File: src/verilog/raster_params.svh
// frame size, fixed-point format and multiplier operand scaling
// shared by the setup, scan and edge datapaths

`ifndef RASTER_PARAMS_SVH
`define RASTER_PARAMS_SVH

`define FB_WIDTH      32
`define FB_HEIGHT     32

// 16.16 coordinates, low half keeps only the top subpixel bits
`define FRAC_BITS     16
`define SUBPIXEL_MASK 16'hF000

// each difference is scaled down before the 32-bit multiply
`define MUL_PRESHIFT  8

`endif

File: src/verilog/raster_geom_pkg.sv
// geometry types: fixed-point values, pixel coordinates, colours,
// video memory addresses and the setup register selector

package raster_geom_pkg;

    typedef logic signed [31:0] fix_t;
    typedef logic signed [11:0] coord_t;
    typedef logic [31:0]        vaddr_t;

    typedef struct packed {
        logic [3:0] a;
        logic [3:0] r;
        logic [3:0] g;
        logic [3:0] b;
    } color_t;

    // coordinate order matches the vertex register file
    typedef enum logic [2:0] {
        SEL_X0, SEL_Y0, SEL_X1, SEL_Y1, SEL_X2, SEL_Y2, SEL_COLOR
    } vtx_sel_t;

endpackage

File: src/verilog/raster_cmd_pkg.sv
// command opcodes and the two views of a 32-bit command word

package raster_cmd_pkg;

    typedef enum logic [7:0] {
        SET_X0    = 8'h00,
        SET_Y0    = 8'h01,
        SET_X1    = 8'h02,
        SET_Y1    = 8'h03,
        SET_X2    = 8'h04,
        SET_Y2    = 8'h05,
        SET_COLOR = 8'h06,
        CLEAR     = 8'h07,
        DRAW      = 8'h08,
        SWAP      = 8'h09
    } opcode_t;

    // coordinate writes carry a half select and a 16-bit value
    typedef struct packed {
        opcode_t     opcode;
        logic [6:0]  rsvd;
        logic        hi;
        logic [15:0] value;
    } set_view_t;

    typedef struct packed {
        opcode_t                 opcode;
        logic [7:0]              rsvd;
        raster_geom_pkg::color_t color;
    } color_view_t;

    typedef union packed {
        set_view_t   set_view;
        color_view_t color_view;
    } cmd_word_u;

endpackage

File: src/verilog/edge_eval.sv
// three edge functions of one pixel on a single registered multiplier
// done comes 7 cycles after start, point and vertices held meanwhile

`timescale 1ns/1ps
`include "raster_params.svh"

module edge_eval (
    input  logic                    clk,
    input  logic                    reset_i,
    input  logic                    start_i,
    input  raster_geom_pkg::coord_t px_i,
    input  raster_geom_pkg::coord_t py_i,
    input  raster_geom_pkg::fix_t   x0_i,
    input  raster_geom_pkg::fix_t   y0_i,
    input  raster_geom_pkg::fix_t   x1_i,
    input  raster_geom_pkg::fix_t   y1_i,
    input  raster_geom_pkg::fix_t   x2_i,
    input  raster_geom_pkg::fix_t   y2_i,
    output logic                    done_o,
    output logic                    inside_o
);
    import raster_geom_pkg::*;

    fix_t       vx [3];
    fix_t       vy [3];
    fix_t       pt_x, pt_y;
    logic       busy;
    logic [2:0] cnt;
    logic [2:0] issue_idx;
    logic [1:0] edge_idx, va, vb;
    fix_t       diff_a, diff_b;
    fix_t       op_a, op_b, prod_r;
    fix_t       t_r, w0_r, w1_r, w2;

    assign vx   = '{x0_i, x1_i, x2_i};
    assign vy   = '{y0_i, y1_i, y2_i};
    assign pt_x = fix_t'(px_i) <<< `FRAC_BITS;
    assign pt_y = fix_t'(py_i) <<< `FRAC_BITS;

    // product 2e and 2e+1 form edge e, vertices rotate (1,2) (2,0) (0,1)
    assign issue_idx = start_i ? 3'd0 : cnt;
    assign edge_idx  = issue_idx[2:1];
    assign va        = (edge_idx == 2'd2) ? 2'd0 : edge_idx + 2'd1;
    assign vb        = (edge_idx == 2'd0) ? 2'd2 : edge_idx - 2'd1;
    assign diff_a    = issue_idx[0] ? pt_y - vy[va] : pt_x - vx[va];
    assign diff_b    = issue_idx[0] ? vx[vb] - vx[va] : vy[vb] - vy[va];

    always_ff @(posedge clk) begin
        op_a   <= diff_a >>> `MUL_PRESHIFT;
        op_b   <= diff_b >>> `MUL_PRESHIFT;
        prod_r <= op_a * op_b;
        // product k shows up in prod_r when cnt is k+2
        if (busy) begin
            case (cnt)
                3'd2, 3'd4, 3'd6: t_r <= prod_r;
                3'd3:             w0_r <= t_r - prod_r;
                3'd5:             w1_r <= t_r - prod_r;
                default:          ;
            endcase
        end
    end

    always_ff @(posedge clk) begin
        if (reset_i) begin
            busy <= 1'b0;
            cnt  <= 3'd0;
        end else if (start_i) begin
            busy <= 1'b1;
            cnt  <= 3'd1;
        end else if (busy) begin
            busy <= (cnt != 3'd7);
            cnt  <= cnt + 3'd1;
        end
    end

    // last edge is formed straight from the final product
    assign w2       = t_r - prod_r;
    assign done_o   = busy && (cnt == 3'd7);
    assign inside_o = !w0_r[31] && !w1_r[31] && !w2[31];

endmodule

File: src/verilog/pixel_scan_counter.sv
// row-major pixel counter over a box or the whole frame
// keeps the linear frame buffer address alongside x and y

`timescale 1ns/1ps
`include "raster_params.svh"

module pixel_scan_counter (
    input  logic                    clk,
    input  logic                    reset_i,
    input  logic                    load_i,
    input  logic                    clear_i,
    input  logic                    step_i,
    input  raster_geom_pkg::coord_t min_x_i,
    input  raster_geom_pkg::coord_t min_y_i,
    input  raster_geom_pkg::coord_t max_x_i,
    input  raster_geom_pkg::coord_t max_y_i,
    output raster_geom_pkg::coord_t x_o,
    output raster_geom_pkg::coord_t y_o,
    output raster_geom_pkg::vaddr_t addr_o,
    output logic                    last_o,
    output logic                    empty_o
);
    import raster_geom_pkg::*;

    coord_t ld_min_x, ld_min_y, ld_max_x, ld_max_y;
    coord_t x_r, y_r;
    coord_t min_x_r, max_x_r, max_y_r;
    vaddr_t addr_r;
    logic   empty_r;

    // a clear sweeps the full frame
    assign ld_min_x = clear_i ? coord_t'(0) : min_x_i;
    assign ld_min_y = clear_i ? coord_t'(0) : min_y_i;
    assign ld_max_x = clear_i ? coord_t'(`FB_WIDTH - 1) : max_x_i;
    assign ld_max_y = clear_i ? coord_t'(`FB_HEIGHT - 1) : max_y_i;

    always_ff @(posedge clk) begin
        if (reset_i) begin
            x_r     <= '0;
            y_r     <= '0;
            addr_r  <= '0;
            empty_r <= 1'b1;
        end else if (load_i) begin
            x_r     <= ld_min_x;
            y_r     <= ld_min_y;
            addr_r  <= vaddr_t'(ld_min_y) * `FB_WIDTH + vaddr_t'(ld_min_x);
            empty_r <= (ld_min_x > ld_max_x) || (ld_min_y > ld_max_y);
        end else if (step_i) begin
            if (x_r < max_x_r) begin
                x_r    <= x_r + 12'sd1;
                addr_r <= addr_r + 32'd1;
            end else begin
                x_r    <= min_x_r;
                y_r    <= y_r + 12'sd1;
                // jump over the columns right and left of the box
                addr_r <= addr_r + `FB_WIDTH - vaddr_t'(max_x_r) + vaddr_t'(min_x_r);
            end
        end
    end

    always_ff @(posedge clk) begin
        if (load_i) begin
            min_x_r <= ld_min_x;
            max_x_r <= ld_max_x;
            max_y_r <= ld_max_y;
        end
    end

    assign x_o     = x_r;
    assign y_o     = y_r;
    assign addr_o  = addr_r;
    assign last_o  = (x_r == max_x_r) && (y_r == max_y_r);
    assign empty_o = empty_r;

endmodule

File: src/verilog/raster_ctrl_fsm.sv
// command decode and sequencing of set, clear, draw and swap
// owns the video memory write handshake

`timescale 1ns/1ps

module raster_ctrl_fsm (
    input  logic                      clk,
    input  logic                      reset_i,
    input  logic                      cmd_tvalid_i,
    output logic                      cmd_tready_o,
    input  raster_cmd_pkg::cmd_word_u cmd_tdata_i,
    output logic                      vram_sel_o,
    output logic                      vram_wr_o,
    input  logic                      vram_ack_i,
    output raster_geom_pkg::vaddr_t   vram_addr_o,
    output raster_geom_pkg::color_t   vram_data_o,
    output logic                      swap_o,
    output logic                      setup_we_o,
    output raster_geom_pkg::vtx_sel_t setup_sel_o,
    output logic                      setup_hi_o,
    output logic [15:0]               setup_value_o,
    output logic                      scan_load_o,
    output logic                      scan_clear_o,
    output logic                      scan_step_o,
    output logic                      eval_start_o,
    input  raster_geom_pkg::color_t   draw_color_i,
    input  raster_geom_pkg::vaddr_t   scan_addr_i,
    input  logic                      scan_last_i,
    input  logic                      scan_empty_i,
    input  logic                      eval_done_i,
    input  logic                      eval_inside_i
);
    import raster_cmd_pkg::*;
    import raster_geom_pkg::*;

    typedef enum logic [2:0] {
        IDLE, DECODE, CLR_ISSUE, CLR_WAIT, DRAW_START, DRAW_EVAL, DRAW_WAIT, DRAW_NEXT
    } state_t;

    state_t    state;
    cmd_word_u cmd_r;
    opcode_t   op;
    logic      is_set;

    always_ff @(posedge clk) begin
        if (cmd_tvalid_i && cmd_tready_o)
            cmd_r <= cmd_tdata_i;
    end

    assign op           = cmd_r.set_view.opcode;
    assign cmd_tready_o = (state == IDLE);

    // set opcodes map onto the setup register file
    always_comb begin
        is_set      = 1'b1;
        setup_sel_o = SEL_COLOR;
        case (op)
            SET_X0:    setup_sel_o = SEL_X0;
            SET_Y0:    setup_sel_o = SEL_Y0;
            SET_X1:    setup_sel_o = SEL_X1;
            SET_Y1:    setup_sel_o = SEL_Y1;
            SET_X2:    setup_sel_o = SEL_X2;
            SET_Y2:    setup_sel_o = SEL_Y2;
            SET_COLOR: setup_sel_o = SEL_COLOR;
            default:   is_set = 1'b0;
        endcase
    end

    assign setup_we_o    = (state == DECODE) && is_set;
    assign setup_hi_o    = cmd_r.set_view.hi;
    assign setup_value_o = cmd_r.set_view.value;

    assign scan_load_o  = (state == DECODE) && (op == CLEAR || op == DRAW);
    assign scan_clear_o = (op == CLEAR);
    assign scan_step_o  = !scan_last_i &&
                          (((state == CLR_WAIT) && vram_ack_i) || (state == DRAW_NEXT));
    assign eval_start_o = (state == DRAW_START) && !scan_empty_i;

    always_ff @(posedge clk) begin
        if (reset_i) begin
            state      <= IDLE;
            vram_sel_o <= 1'b0;
            vram_wr_o  <= 1'b0;
            swap_o     <= 1'b0;
        end else begin
            swap_o <= 1'b0;
            case (state)
                IDLE: begin
                    if (cmd_tvalid_i)
                        state <= DECODE;
                end
                DECODE: begin
                    case (op)
                        CLEAR: begin
                            vram_data_o <= cmd_r.color_view.color;
                            state       <= CLR_ISSUE;
                        end
                        DRAW: begin
                            vram_data_o <= draw_color_i;
                            state       <= DRAW_START;
                        end
                        SWAP: begin
                            swap_o <= 1'b1;
                            state  <= IDLE;
                        end
                        default:
                            state <= IDLE;
                    endcase
                end
                CLR_ISSUE: begin
                    vram_sel_o  <= 1'b1;
                    vram_wr_o   <= 1'b1;
                    vram_addr_o <= scan_addr_i;
                    state       <= CLR_WAIT;
                end
                CLR_WAIT: begin
                    if (vram_ack_i) begin
                        vram_sel_o <= 1'b0;
                        vram_wr_o  <= 1'b0;
                        state      <= scan_last_i ? IDLE : CLR_ISSUE;
                    end
                end
                DRAW_START: begin
                    state <= scan_empty_i ? IDLE : DRAW_EVAL;
                end
                DRAW_EVAL: begin
                    if (eval_done_i && eval_inside_i) begin
                        vram_sel_o  <= 1'b1;
                        vram_wr_o   <= 1'b1;
                        vram_addr_o <= scan_addr_i;
                        state       <= DRAW_WAIT;
                    end else if (eval_done_i) begin
                        state <= DRAW_NEXT;
                    end
                end
                DRAW_WAIT: begin
                    if (vram_ack_i) begin
                        vram_sel_o <= 1'b0;
                        vram_wr_o  <= 1'b0;
                        state      <= DRAW_NEXT;
                    end
                end
                DRAW_NEXT: begin
                    state <= scan_last_i ? IDLE : DRAW_START;
                end
                default:
                    state <= IDLE;
            endcase
        end
    end

endmodule

File: src/verilog/raster_top.sv
// triangle rasterizer top level
// command control, vertex setup, pixel scan and edge evaluation

`timescale 1ns/1ps

module raster_top (
    input  logic                      clk,
    input  logic                      reset_i,
    input  logic                      cmd_tvalid_i,
    output logic                      cmd_tready_o,
    input  raster_cmd_pkg::cmd_word_u cmd_tdata_i,
    output logic                      vram_sel_o,
    output logic                      vram_wr_o,
    input  logic                      vram_ack_i,
    output raster_geom_pkg::vaddr_t   vram_addr_o,
    output raster_geom_pkg::color_t   vram_data_o,
    output logic                      swap_o
);
    import raster_geom_pkg::*;

    logic        setup_we, setup_hi;
    vtx_sel_t    setup_sel;
    logic [15:0] setup_value;
    fix_t        x0, y0, x1, y1, x2, y2;
    coord_t      min_x, min_y, max_x, max_y;
    color_t      draw_color;
    logic        scan_load, scan_clear, scan_step, scan_last, scan_empty;
    coord_t      scan_x, scan_y;
    vaddr_t      scan_addr;
    logic        eval_start, eval_done, eval_inside;

    raster_ctrl_fsm u_ctrl (
        .clk           (clk),
        .reset_i       (reset_i),
        .cmd_tvalid_i  (cmd_tvalid_i),
        .cmd_tready_o  (cmd_tready_o),
        .cmd_tdata_i   (cmd_tdata_i),
        .vram_sel_o    (vram_sel_o),
        .vram_wr_o     (vram_wr_o),
        .vram_ack_i    (vram_ack_i),
        .vram_addr_o   (vram_addr_o),
        .vram_data_o   (vram_data_o),
        .swap_o        (swap_o),
        .setup_we_o    (setup_we),
        .setup_sel_o   (setup_sel),
        .setup_hi_o    (setup_hi),
        .setup_value_o (setup_value),
        .scan_load_o   (scan_load),
        .scan_clear_o  (scan_clear),
        .scan_step_o   (scan_step),
        .eval_start_o  (eval_start),
        .draw_color_i  (draw_color),
        .scan_addr_i   (scan_addr),
        .scan_last_i   (scan_last),
        .scan_empty_i  (scan_empty),
        .eval_done_i   (eval_done),
        .eval_inside_i (eval_inside)
    );

    triangle_setup u_setup (
        .clk     (clk),
        .reset_i (reset_i),
        .we_i    (setup_we),
        .sel_i   (setup_sel),
        .hi_i    (setup_hi),
        .value_i (setup_value),
        .x0_o    (x0),
        .y0_o    (y0),
        .x1_o    (x1),
        .y1_o    (y1),
        .x2_o    (x2),
        .y2_o    (y2),
        .min_x_o (min_x),
        .min_y_o (min_y),
        .max_x_o (max_x),
        .max_y_o (max_y),
        .color_o (draw_color)
    );

    pixel_scan_counter u_scan (
        .clk     (clk),
        .reset_i (reset_i),
        .load_i  (scan_load),
        .clear_i (scan_clear),
        .step_i  (scan_step),
        .min_x_i (min_x),
        .min_y_i (min_y),
        .max_x_i (max_x),
        .max_y_i (max_y),
        .x_o     (scan_x),
        .y_o     (scan_y),
        .addr_o  (scan_addr),
        .last_o  (scan_last),
        .empty_o (scan_empty)
    );

    edge_eval u_edge (
        .clk      (clk),
        .reset_i  (reset_i),
        .start_i  (eval_start),
        .px_i     (scan_x),
        .py_i     (scan_y),
        .x0_i     (x0),
        .y0_i     (y0),
        .x1_i     (x1),
        .y1_i     (y1),
        .x2_i     (x2),
        .y2_i     (y2),
        .done_o   (eval_done),
        .inside_o (eval_inside)
    );

endmodule

File: src/verilog/triangle_setup.sv
// vertex and flat colour registers
// clamped bounding box of the current triangle

`timescale 1ns/1ps
`include "raster_params.svh"

module triangle_setup (
    input  logic                      clk,
    input  logic                      reset_i,
    input  logic                      we_i,
    input  raster_geom_pkg::vtx_sel_t sel_i,
    input  logic                      hi_i,
    input  logic [15:0]               value_i,
    output raster_geom_pkg::fix_t     x0_o,
    output raster_geom_pkg::fix_t     y0_o,
    output raster_geom_pkg::fix_t     x1_o,
    output raster_geom_pkg::fix_t     y1_o,
    output raster_geom_pkg::fix_t     x2_o,
    output raster_geom_pkg::fix_t     y2_o,
    output raster_geom_pkg::coord_t   min_x_o,
    output raster_geom_pkg::coord_t   min_y_o,
    output raster_geom_pkg::coord_t   max_x_o,
    output raster_geom_pkg::coord_t   max_y_o,
    output raster_geom_pkg::color_t   color_o
);
    import raster_geom_pkg::*;

    fix_t               vtx [6];
    color_t             color_r;
    logic signed [15:0] ix [3];
    logic signed [15:0] iy [3];

    function automatic logic signed [15:0] min3(input logic signed [15:0] a, b, c);
        logic signed [15:0] m;
        m = (a < b) ? a : b;
        return (m < c) ? m : c;
    endfunction

    function automatic logic signed [15:0] max3(input logic signed [15:0] a, b, c);
        logic signed [15:0] m;
        m = (a > b) ? a : b;
        return (m > c) ? m : c;
    endfunction

    function automatic coord_t clamp(input logic signed [15:0] v, lo, hi);
        if (v < lo)
            return coord_t'(lo);
        if (v > hi)
            return coord_t'(hi);
        return coord_t'(v);
    endfunction

    always_ff @(posedge clk) begin
        if (reset_i) begin
            for (int i = 0; i < 6; i++) begin
                vtx[i] <= '0;
            end
            color_r <= '0;
        end else if (we_i) begin
            if (sel_i == SEL_COLOR) begin
                color_r <= color_t'(value_i);
            end else if (hi_i) begin
                vtx[sel_i][31:16] <= value_i;
            end else begin
                vtx[sel_i][15:0] <= value_i & `SUBPIXEL_MASK;
            end
        end
    end

    // integer parts of the vertices
    always_comb begin
        for (int i = 0; i < 3; i++) begin
            ix[i] = 16'(vtx[2*i] >>> `FRAC_BITS);
            iy[i] = 16'(vtx[2*i+1] >>> `FRAC_BITS);
        end
    end

    // limits sit one past the frame so an off-screen box stays empty
    assign min_x_o = clamp(min3(ix[0], ix[1], ix[2]), 16'sd0, 16'(`FB_WIDTH));
    assign min_y_o = clamp(min3(iy[0], iy[1], iy[2]), 16'sd0, 16'(`FB_HEIGHT));
    assign max_x_o = clamp(max3(ix[0], ix[1], ix[2]), -16'sd1, 16'(`FB_WIDTH - 1));
    assign max_y_o = clamp(max3(iy[0], iy[1], iy[2]), -16'sd1, 16'(`FB_HEIGHT - 1));

    assign x0_o    = vtx[0];
    assign y0_o    = vtx[1];
    assign x1_o    = vtx[2];
    assign y1_o    = vtx[3];
    assign x2_o    = vtx[4];
    assign y2_o    = vtx[5];
    assign color_o = color_r;

endmodule
File: config.mk
export PLATFORM = sky130hd
export DESIGN_NAME = raster_top
export DESIGN_NICKNAME = d
export VERILOG_FILES = /design/src/verilog/raster_geom_pkg.sv /design/src/verilog/raster_cmd_pkg.sv /design/src/verilog/edge_eval.sv /design/src/verilog/pixel_scan_counter.sv /design/src/verilog/raster_ctrl_fsm.sv /design/src/verilog/raster_top.sv /design/src/verilog/triangle_setup.sv
export VERILOG_INCLUDE_DIRS = /design/src /design/src/verilog
export SDC_FILE = /design/constraint.sdc
export NUM_CORES = 2
export LEC_CHECK = 0
export ABC_AREA = 0
export BUFFER_PORTS_ARGS = -buffer_cell sky130_fd_sc_hd__buf_2
export CORE_MARGIN = 2
export CORE_UTILIZATION = 25
export DETAILED_ROUTE_END_ITERATION = 10
export GPL_TIMING_DRIVEN = 0
export PLACE_DENSITY = 0.37
export SYNTH_ARGS = -nofsm -noshare
export SYNTH_HDL_FRONTEND = slang
export SYNTH_SLANG_ARGS = --single-unit
File: constraint.sdc
create_clock -name clk -period 17.66 [get_ports clk]
set_input_delay 0 -clock clk [delete_from_list [all_inputs] [get_ports clk]]
set_output_delay 0 -clock clk [all_outputs]
set_load 0.1 [all_outputs]
Word-level counts from Yosys, hierarchy flattened
Memory sizes are Yosys's and may differ from the RTL's.
Cells that the tools add are included.
{ "classes": {"n_addsub": 15, "mul": 1, "magnitude_cmp": 21, "eq_ne": 34, "n_mux": 104, "n_bitwise": 4, "reduce_logical": 42} }
{ "op_table": {"columns": ["cell", "count"], "rows": [
  ["32-bit two-way mux", 14],
  ["12-bit two-way mux", 26],
  ["32-bit binary-select mux with 2-bit select", 4],
  ["16-bit two-way mux", 8],
  ["32-bit subtractor", 4],
  ["16-bit greater-than comparator", 4],
  ["16-bit by 1-bit < comparator with 1-bit output (second input constant)", 4],
  ["16-bit < comparator", 4],
  ["32-bit case mux with 2 select lines", 1],
  ["28-bit by 32-bit subtractor with 32-bit output", 2],
  ["32-bit by 1-bit adder with 32-bit output (second input constant)", 1],
  ["32-bit adder", 1],
  ["32-bit by 6-bit adder with 32-bit output (second input constant)", 1],
  ["8-bit by 3-bit equality test with 1-bit output (second input constant)", 4],
  ["16-bit by 6-bit greater-than comparator with 1-bit output (second input constant)", 2],
  ["16-bit by 7-bit greater-than comparator with 1-bit output (second input constant)", 2],
  ["24-bit by 24-bit multiplier with 32-bit output", 1],
  ["1-bit two-way mux", 32],
  ["16-bit case mux with 2 select lines", 1],
  ["3-bit equality test (second input constant)", 9],
  ["3-bit two-way mux", 9],
  ["12-bit by 2-bit adder with 12-bit output (second input constant)", 2],
  ["12-bit equality test", 2],
  ["12-bit greater-than comparator", 2],
  ["39 further kinds", 81]
]} }
{ "totals": {"regBits": 374, "ramBits": 120, "inputBits": 36, "out_inout_bits": 52, "wordCells": 251, "mem_count": 1} }
{ "mem_list": {"columns": ["memory", "depth", "word_bits", "read_ports", "rd_ports_with_merged_regs", "write_ports", "line_no", "source"], "rows": [
  ["u_setup.vtx", 6, 20, 6, 0, 6, "triangle_setup.sv:28", "fix_t vtx [6];"]
]} }

Depth between registers and ports, before layout
An unclocked memory read counts as a cell.
{ "depth": {"word_depth": 13, "mapped_depth": 37, "mapped_depth_nobuf": 34} }

Hierarchy
From an unflattened synthesis, not the netlist that was laid out.
{ "unflattened": {"hier_cells": 5157, "area_unflattened_um2": 46753.6} }
{ "by_module_without_submodules": {"columns": ["module", "n_inst", "cells_per_inst", "area_each_um2", "seq_area_each_um2"], "rows": [
  ["edge_eval", 1, 2866, 25024.0, 2702.6],
  ["triangle_setup", 1, 1019, 9511.6, 3923.8],
  ["pixel_scan_counter", 1, 1096, 9196.3, 2222.1],
  ["raster_ctrl_fsm", 1, 176, 3021.6, 2292.2]
]} }

Worst setup path before layout
OpenSTA, ideal clock, no wires.
{ "synth_path": {"path_type": "reg-to-reg", "start": "mem u_setup.vtx[2][5] in the netlist's numbering", "end": "reg u_scan.empty_r, in the netlist u_scan.empty_o", "setup_ns": 0.151, "arrival_time_ns": 6.572, "path_slack_ns": 10.937, "path_stages_with_launch": 31, "n_path_buf": 2, "synth_period_minus_slack_ns": 6.723, "path_cell_list": "edfxtp_1 -> inv_1 -> ha_1 -> nor2b_1 -> o21a_1 -> o21a_1 -> o21a_1 -> or3_4 -> a21oi_4 -> clkbuf_1 -> mux2_2 -> ha_1 -> and4_1 -> nand4_1 -> a211oi_1 -> nor3_1 -> nor3_1 -> clkbuf_1 -> nor2_1 -> a211oi_1 -> ha_1 -> nor2b_1 -> o21a_1 -> o21a_1 -> o21a_1 -> o21a_1 -> o21a_1 -> o21ai_0 -> a21oi_1 -> o41ai_1 -> a31oi_1"} }
{ "synth_rtl": {"columns": ["element", "line_no", "source"], "rows": [
  ["from (decl)", "triangle_setup.sv:28", null],
  ["to (signal assigned)", "pixel_scan_counter.sv:47", "empty_r <= (ld_min_x > ld_max_x) || (ld_min_y > ld_max_y);"],
  ["to (decl)", "pixel_scan_counter.sv:29", "logic empty_r;"]
]} }

Worst setup path in the final report
{ "layout_path": {"start": "reg u_edge.op_b[8]", "end": "reg u_edge.prod_r[31]"} }
{ "layout_between": {"elab_chain_len": 1} }
{ "layout_rtl": {"columns": ["element", "line_no", "source"], "rows": [
  ["from (decl)", "edge_eval.sv:32", "fix_t op_a, op_b, prod_r;"],
  ["from (signal assigned)", "edge_eval.sv:50", "op_b <= diff_b >>> `MUL_PRESHIFT;"],
  ["24-bit by 24-bit multiplier with 32-bit output", "edge_eval.sv:51", "prod_r <= op_a * op_b;"],
  ["to (signal assigned)", "edge_eval.sv:51", null],
  ["to (decl)", "edge_eval.sv:32", null]
]} }
Every way passes these cells.
A chain may end at the register's enable or synchronous reset.

==> summary.md <==
| Metric | Value |
|---|---|
| Total Nets Final | between 5,000 and 6,000 |
| Sequential cell area fraction in the yosys report | 0.265 |
| Setup Fix Bufs, Post-CTS | 0 |
| Count of routing violations after the opening detailed-route iteration | 1,769 |
| Library cell used as clock root buffer | clkbuf_16 |
| Total of flip-flops plus latches after synthesis | 411 |
| Post-CTS resize count | 0 |
| Layout fillers | approximately 18,000 |
| Number of warnings printed during yosys synthesis | 0 |
| Ordered list of cells on the worst path | clkbuf_1 -> buf_1 -> nand2_1 -> fa_1 -> fa_1 -> fa_1 -> inv_1 -> fa_1 -> fa_1 -> fa_1 -> inv_1 -> fa_1 -> inv_1 -> ha_1 -> a21o_1 -> a211oi_1 -> o21ai_0 -> o311ai_1 -> o22ai_1 -> o41ai_1 -> o2111ai_1 -> a21oi_1 -> xnor2_1 |
| Initial DRT Pass Iterations | 6 |
| Leading post-synthesis cells by instance count | inv_1, ha_1, nand2_1 |
| Clock Tree Buf Depth | 3 |
| CP dominant cell by count | fa_1 |
| Std-Cell Rows | 148 |
| Fraction of layout instances using a drive strength above 1 | 0.0533 |
| Type of the worst min-delay path | primary input to flop |
| Horizontal extent of the die | about 410 um |
| Max Fanout on Critical Path | 10 |
| Final ANT Viol Nets | 0 |
| Final cycle utilization of the critical path | 0.514 |
| Crit start category | flop |
| Max Cap Viol | 0 |
| Clock tree from TritonCTS | done |
| Layout-stage area growth over the synthesis result | 14.5% |
| Overflow left after global routing | 0 |
| Setup repair after global routing missed its margin | false |
| Buffers & Inverters on Critical Path | 5 |
| Avg Vias per Cell | approximately 4.6 |
| Result of the run | completed |
| Transition time of the tightest slew-check pin | 1.45 ns |
| DRC violations left | 0 |
| Overall Global Routing Usage | 0.172 |
| Slowest CP cell | o41ai_1 |
| Critical Path AT | between 9 and 10 ns |
| Worst-path clk slew | 0.06 ns |
| Half-perimeter wire length of the detailed placement result | 116 mm |
| Relative slew margins | 0.0245 |
| Syn Area/Cell | between 9 and 10 um^2 |
| Top-level port count | 88 |
| Data required time of the worst path | 18.18 ns |
| Maximum number of pins on one net before global-route repair | 28 |
| Drt total wl | around 140 mm |
| Maximum clock rate | 110 MHz |
| Largest stage delay on the critical path | 0.72 ns |
| Total count of hold-check failures in the final report | 0 |
| Cell area after technology mapping | between 40,000 and 50,000 um^2 |
| Crit end category | flop |
| Predominant post-synthesis flop cell | edfxtp_1 |
| Final number of setup-violating endpoints | 0 |
| Die area | between 150,000 and 200,000 um^2 |
| Initial antenna violation count | 6 |
| Post-Route Skew | 0.0317 ns |
| Core region area | around 160,000 um^2 |
| Starting Density | 0.251 |
| Family with the most delay on the worst path | adder cells |
| Count of cell types in the netlist | 83 |
| Top cells by area, synth | edfxtp_1, fa_1, ha_1 |
| TritonCTS Buffers | 55 |
| Count of vias placed by the detailed router | 32,100 |
| Global-route wire length before repair | 216 mm |
| Routed wire per std cell | 20.5 um |
| Gp weighted congestion | 0.869 |
| Vias in the first global route | 33,000 |
| Count of hold buffers inserted by post-cts repair | 34 |
| Pins Over Slew Limit | 0 |
| Startpoint-to-endpoint class of the critical path | flop to flop |
| Worst-skew pair later-pin latency | around 0.67 ns |
| Async SR Flop Fraction | 0 |
| Area share of the largest cell type after synthesis | 0.191 |
| Cell count after synthesis | 4,499 |
| Cell with the most instances after synthesis | inv_1 |
| Setup TNS Final | 0 ns |
| # H-tree levels | 2 |
| Number of enable-type register cells in the synthesized netlist | 260 |
| Final critical delay including setup and external delays | 9.07 ns |
| Height of the chip | 408 um |
| Inserted Diodes | 0 |
| Number of sinks driven by the clock tree | 411 |
| Smallest hold slack | 0.0415 ns |
| Library cell occupying the most area in the post-synthesis netlist | edfxtp_1 |
| Quantity of I/O buffers inserted on ports | 79 |
==> cell usage in the layout, fill, tap and decap left out, types with 145 or more instances in the layout <==
cell type / netlist / final
fa_1: 319 / 319
o21ai_0: 196 / 196
nand2_1: 463 / 463
inv_1: 652 / 651
edfxtp_1: 260 / 260
ha_1: 472 / 472
a21oi_1: 242 / 241
clkbuf_1: 135 / 145
nor2_1: 325 / 325
dfxtp_1: 151 / 151
==> sequential cells by signal (all words and copies together) (netlist names), 20 cells and up <==
| signal | cells |
|---|---|
| u_scan.addr_o | 32 |
| u_setup.vtx | 120 |
| u_ctrl.vram_addr_o | 32 |
| u_edge.op_b | 20 |
| u_edge.op_a | 20 |
| u_edge.t_r | 29 |
| u_ctrl.cmd_r | 25 |
| u_edge.prod_r | 29 |
==> final timing paths <==
kind | startpoint | end | slack, ns | cells past startpoint
worst max-delay path | u_edge.op_b[8] | u_edge.prod_r[31] | 8.59 | 23
worst min-delay path | cmd_tdata_i[2] | u_ctrl.cmd_r[2] | 0.04 | 2
worst max register to register | u_edge.op_b[8] | u_edge.prod_r[31] | 8.59 | 23
worst min register to register | u_edge.prod_r[14] | u_edge.t_r[14] | 0.43 | 0
==> routing by layer <==
metal,wire (um),share of wire,up-vias,track usage
met4,3080,0.021,0,0.0388
met5,0,0,-,0
met1,69000,0.48,15700,0.237
met2,68000,0.47,541,0.290
li1,-,-,15700,-
met3,4340,0.030,142,0.0163
==> cell families (layout without fill, tap and decap cells) <==
family | count (synthesis) | after routing | synth area share
fa+ha+maj | 791 | 791 | 0.301
mux | 155 | 155 | 0.0394
simple gates | 1322 | 1322 | 0.151
flops | 411 | 411 | 0.265
compound gates | 822 | 822 | 0.128
other cells | 2 | 141 | 0.000184
buf+inv | 808 | 1027 | 0.0748
xor+xnor | 188 | 188 | 0.0404
==> area by class of cell <==
class | count | area (um^2) | area share
Multi-Input combinational cell | 3419 | 27500 | 0.588
Timing Repair Buffer | 119 | 843 | 0.0180
Inverter | 652 | 2450 | 0.0524
Buffer | 156 | 604 | 0.0129
Clock inverter | 28 | 283 | 0.00605
Clock buffer | 72 | 1520 | 0.0326
Tap cell | 2175 | 2720 | 0.0582
Sequential cell | 411 | 10800 | 0.232
==> stage by stage <==
| step | setup WS, ns | utilization | instances | area, um^2 |
|---|---|---|---|---|
| after detailed placement | 8.37 | 0.274 | 6897 | 44600 |
| after global placement | 8.32 | 0.274 | 6892 | 44400 |
| final | 8.59 | 0.288 | 7032 | 46700 |
| after global routing | 7.98 | 0.288 | 7032 | 46700 |
| after floorplan | 10.94 | - | 4638 | 41300 |
| after CTS | 8.34 | 0.288 | 7031 | 46700 |
Power is not shown: default switching activity piles up to over one toggle a cycle in this logic, so the estimate is an artifact.
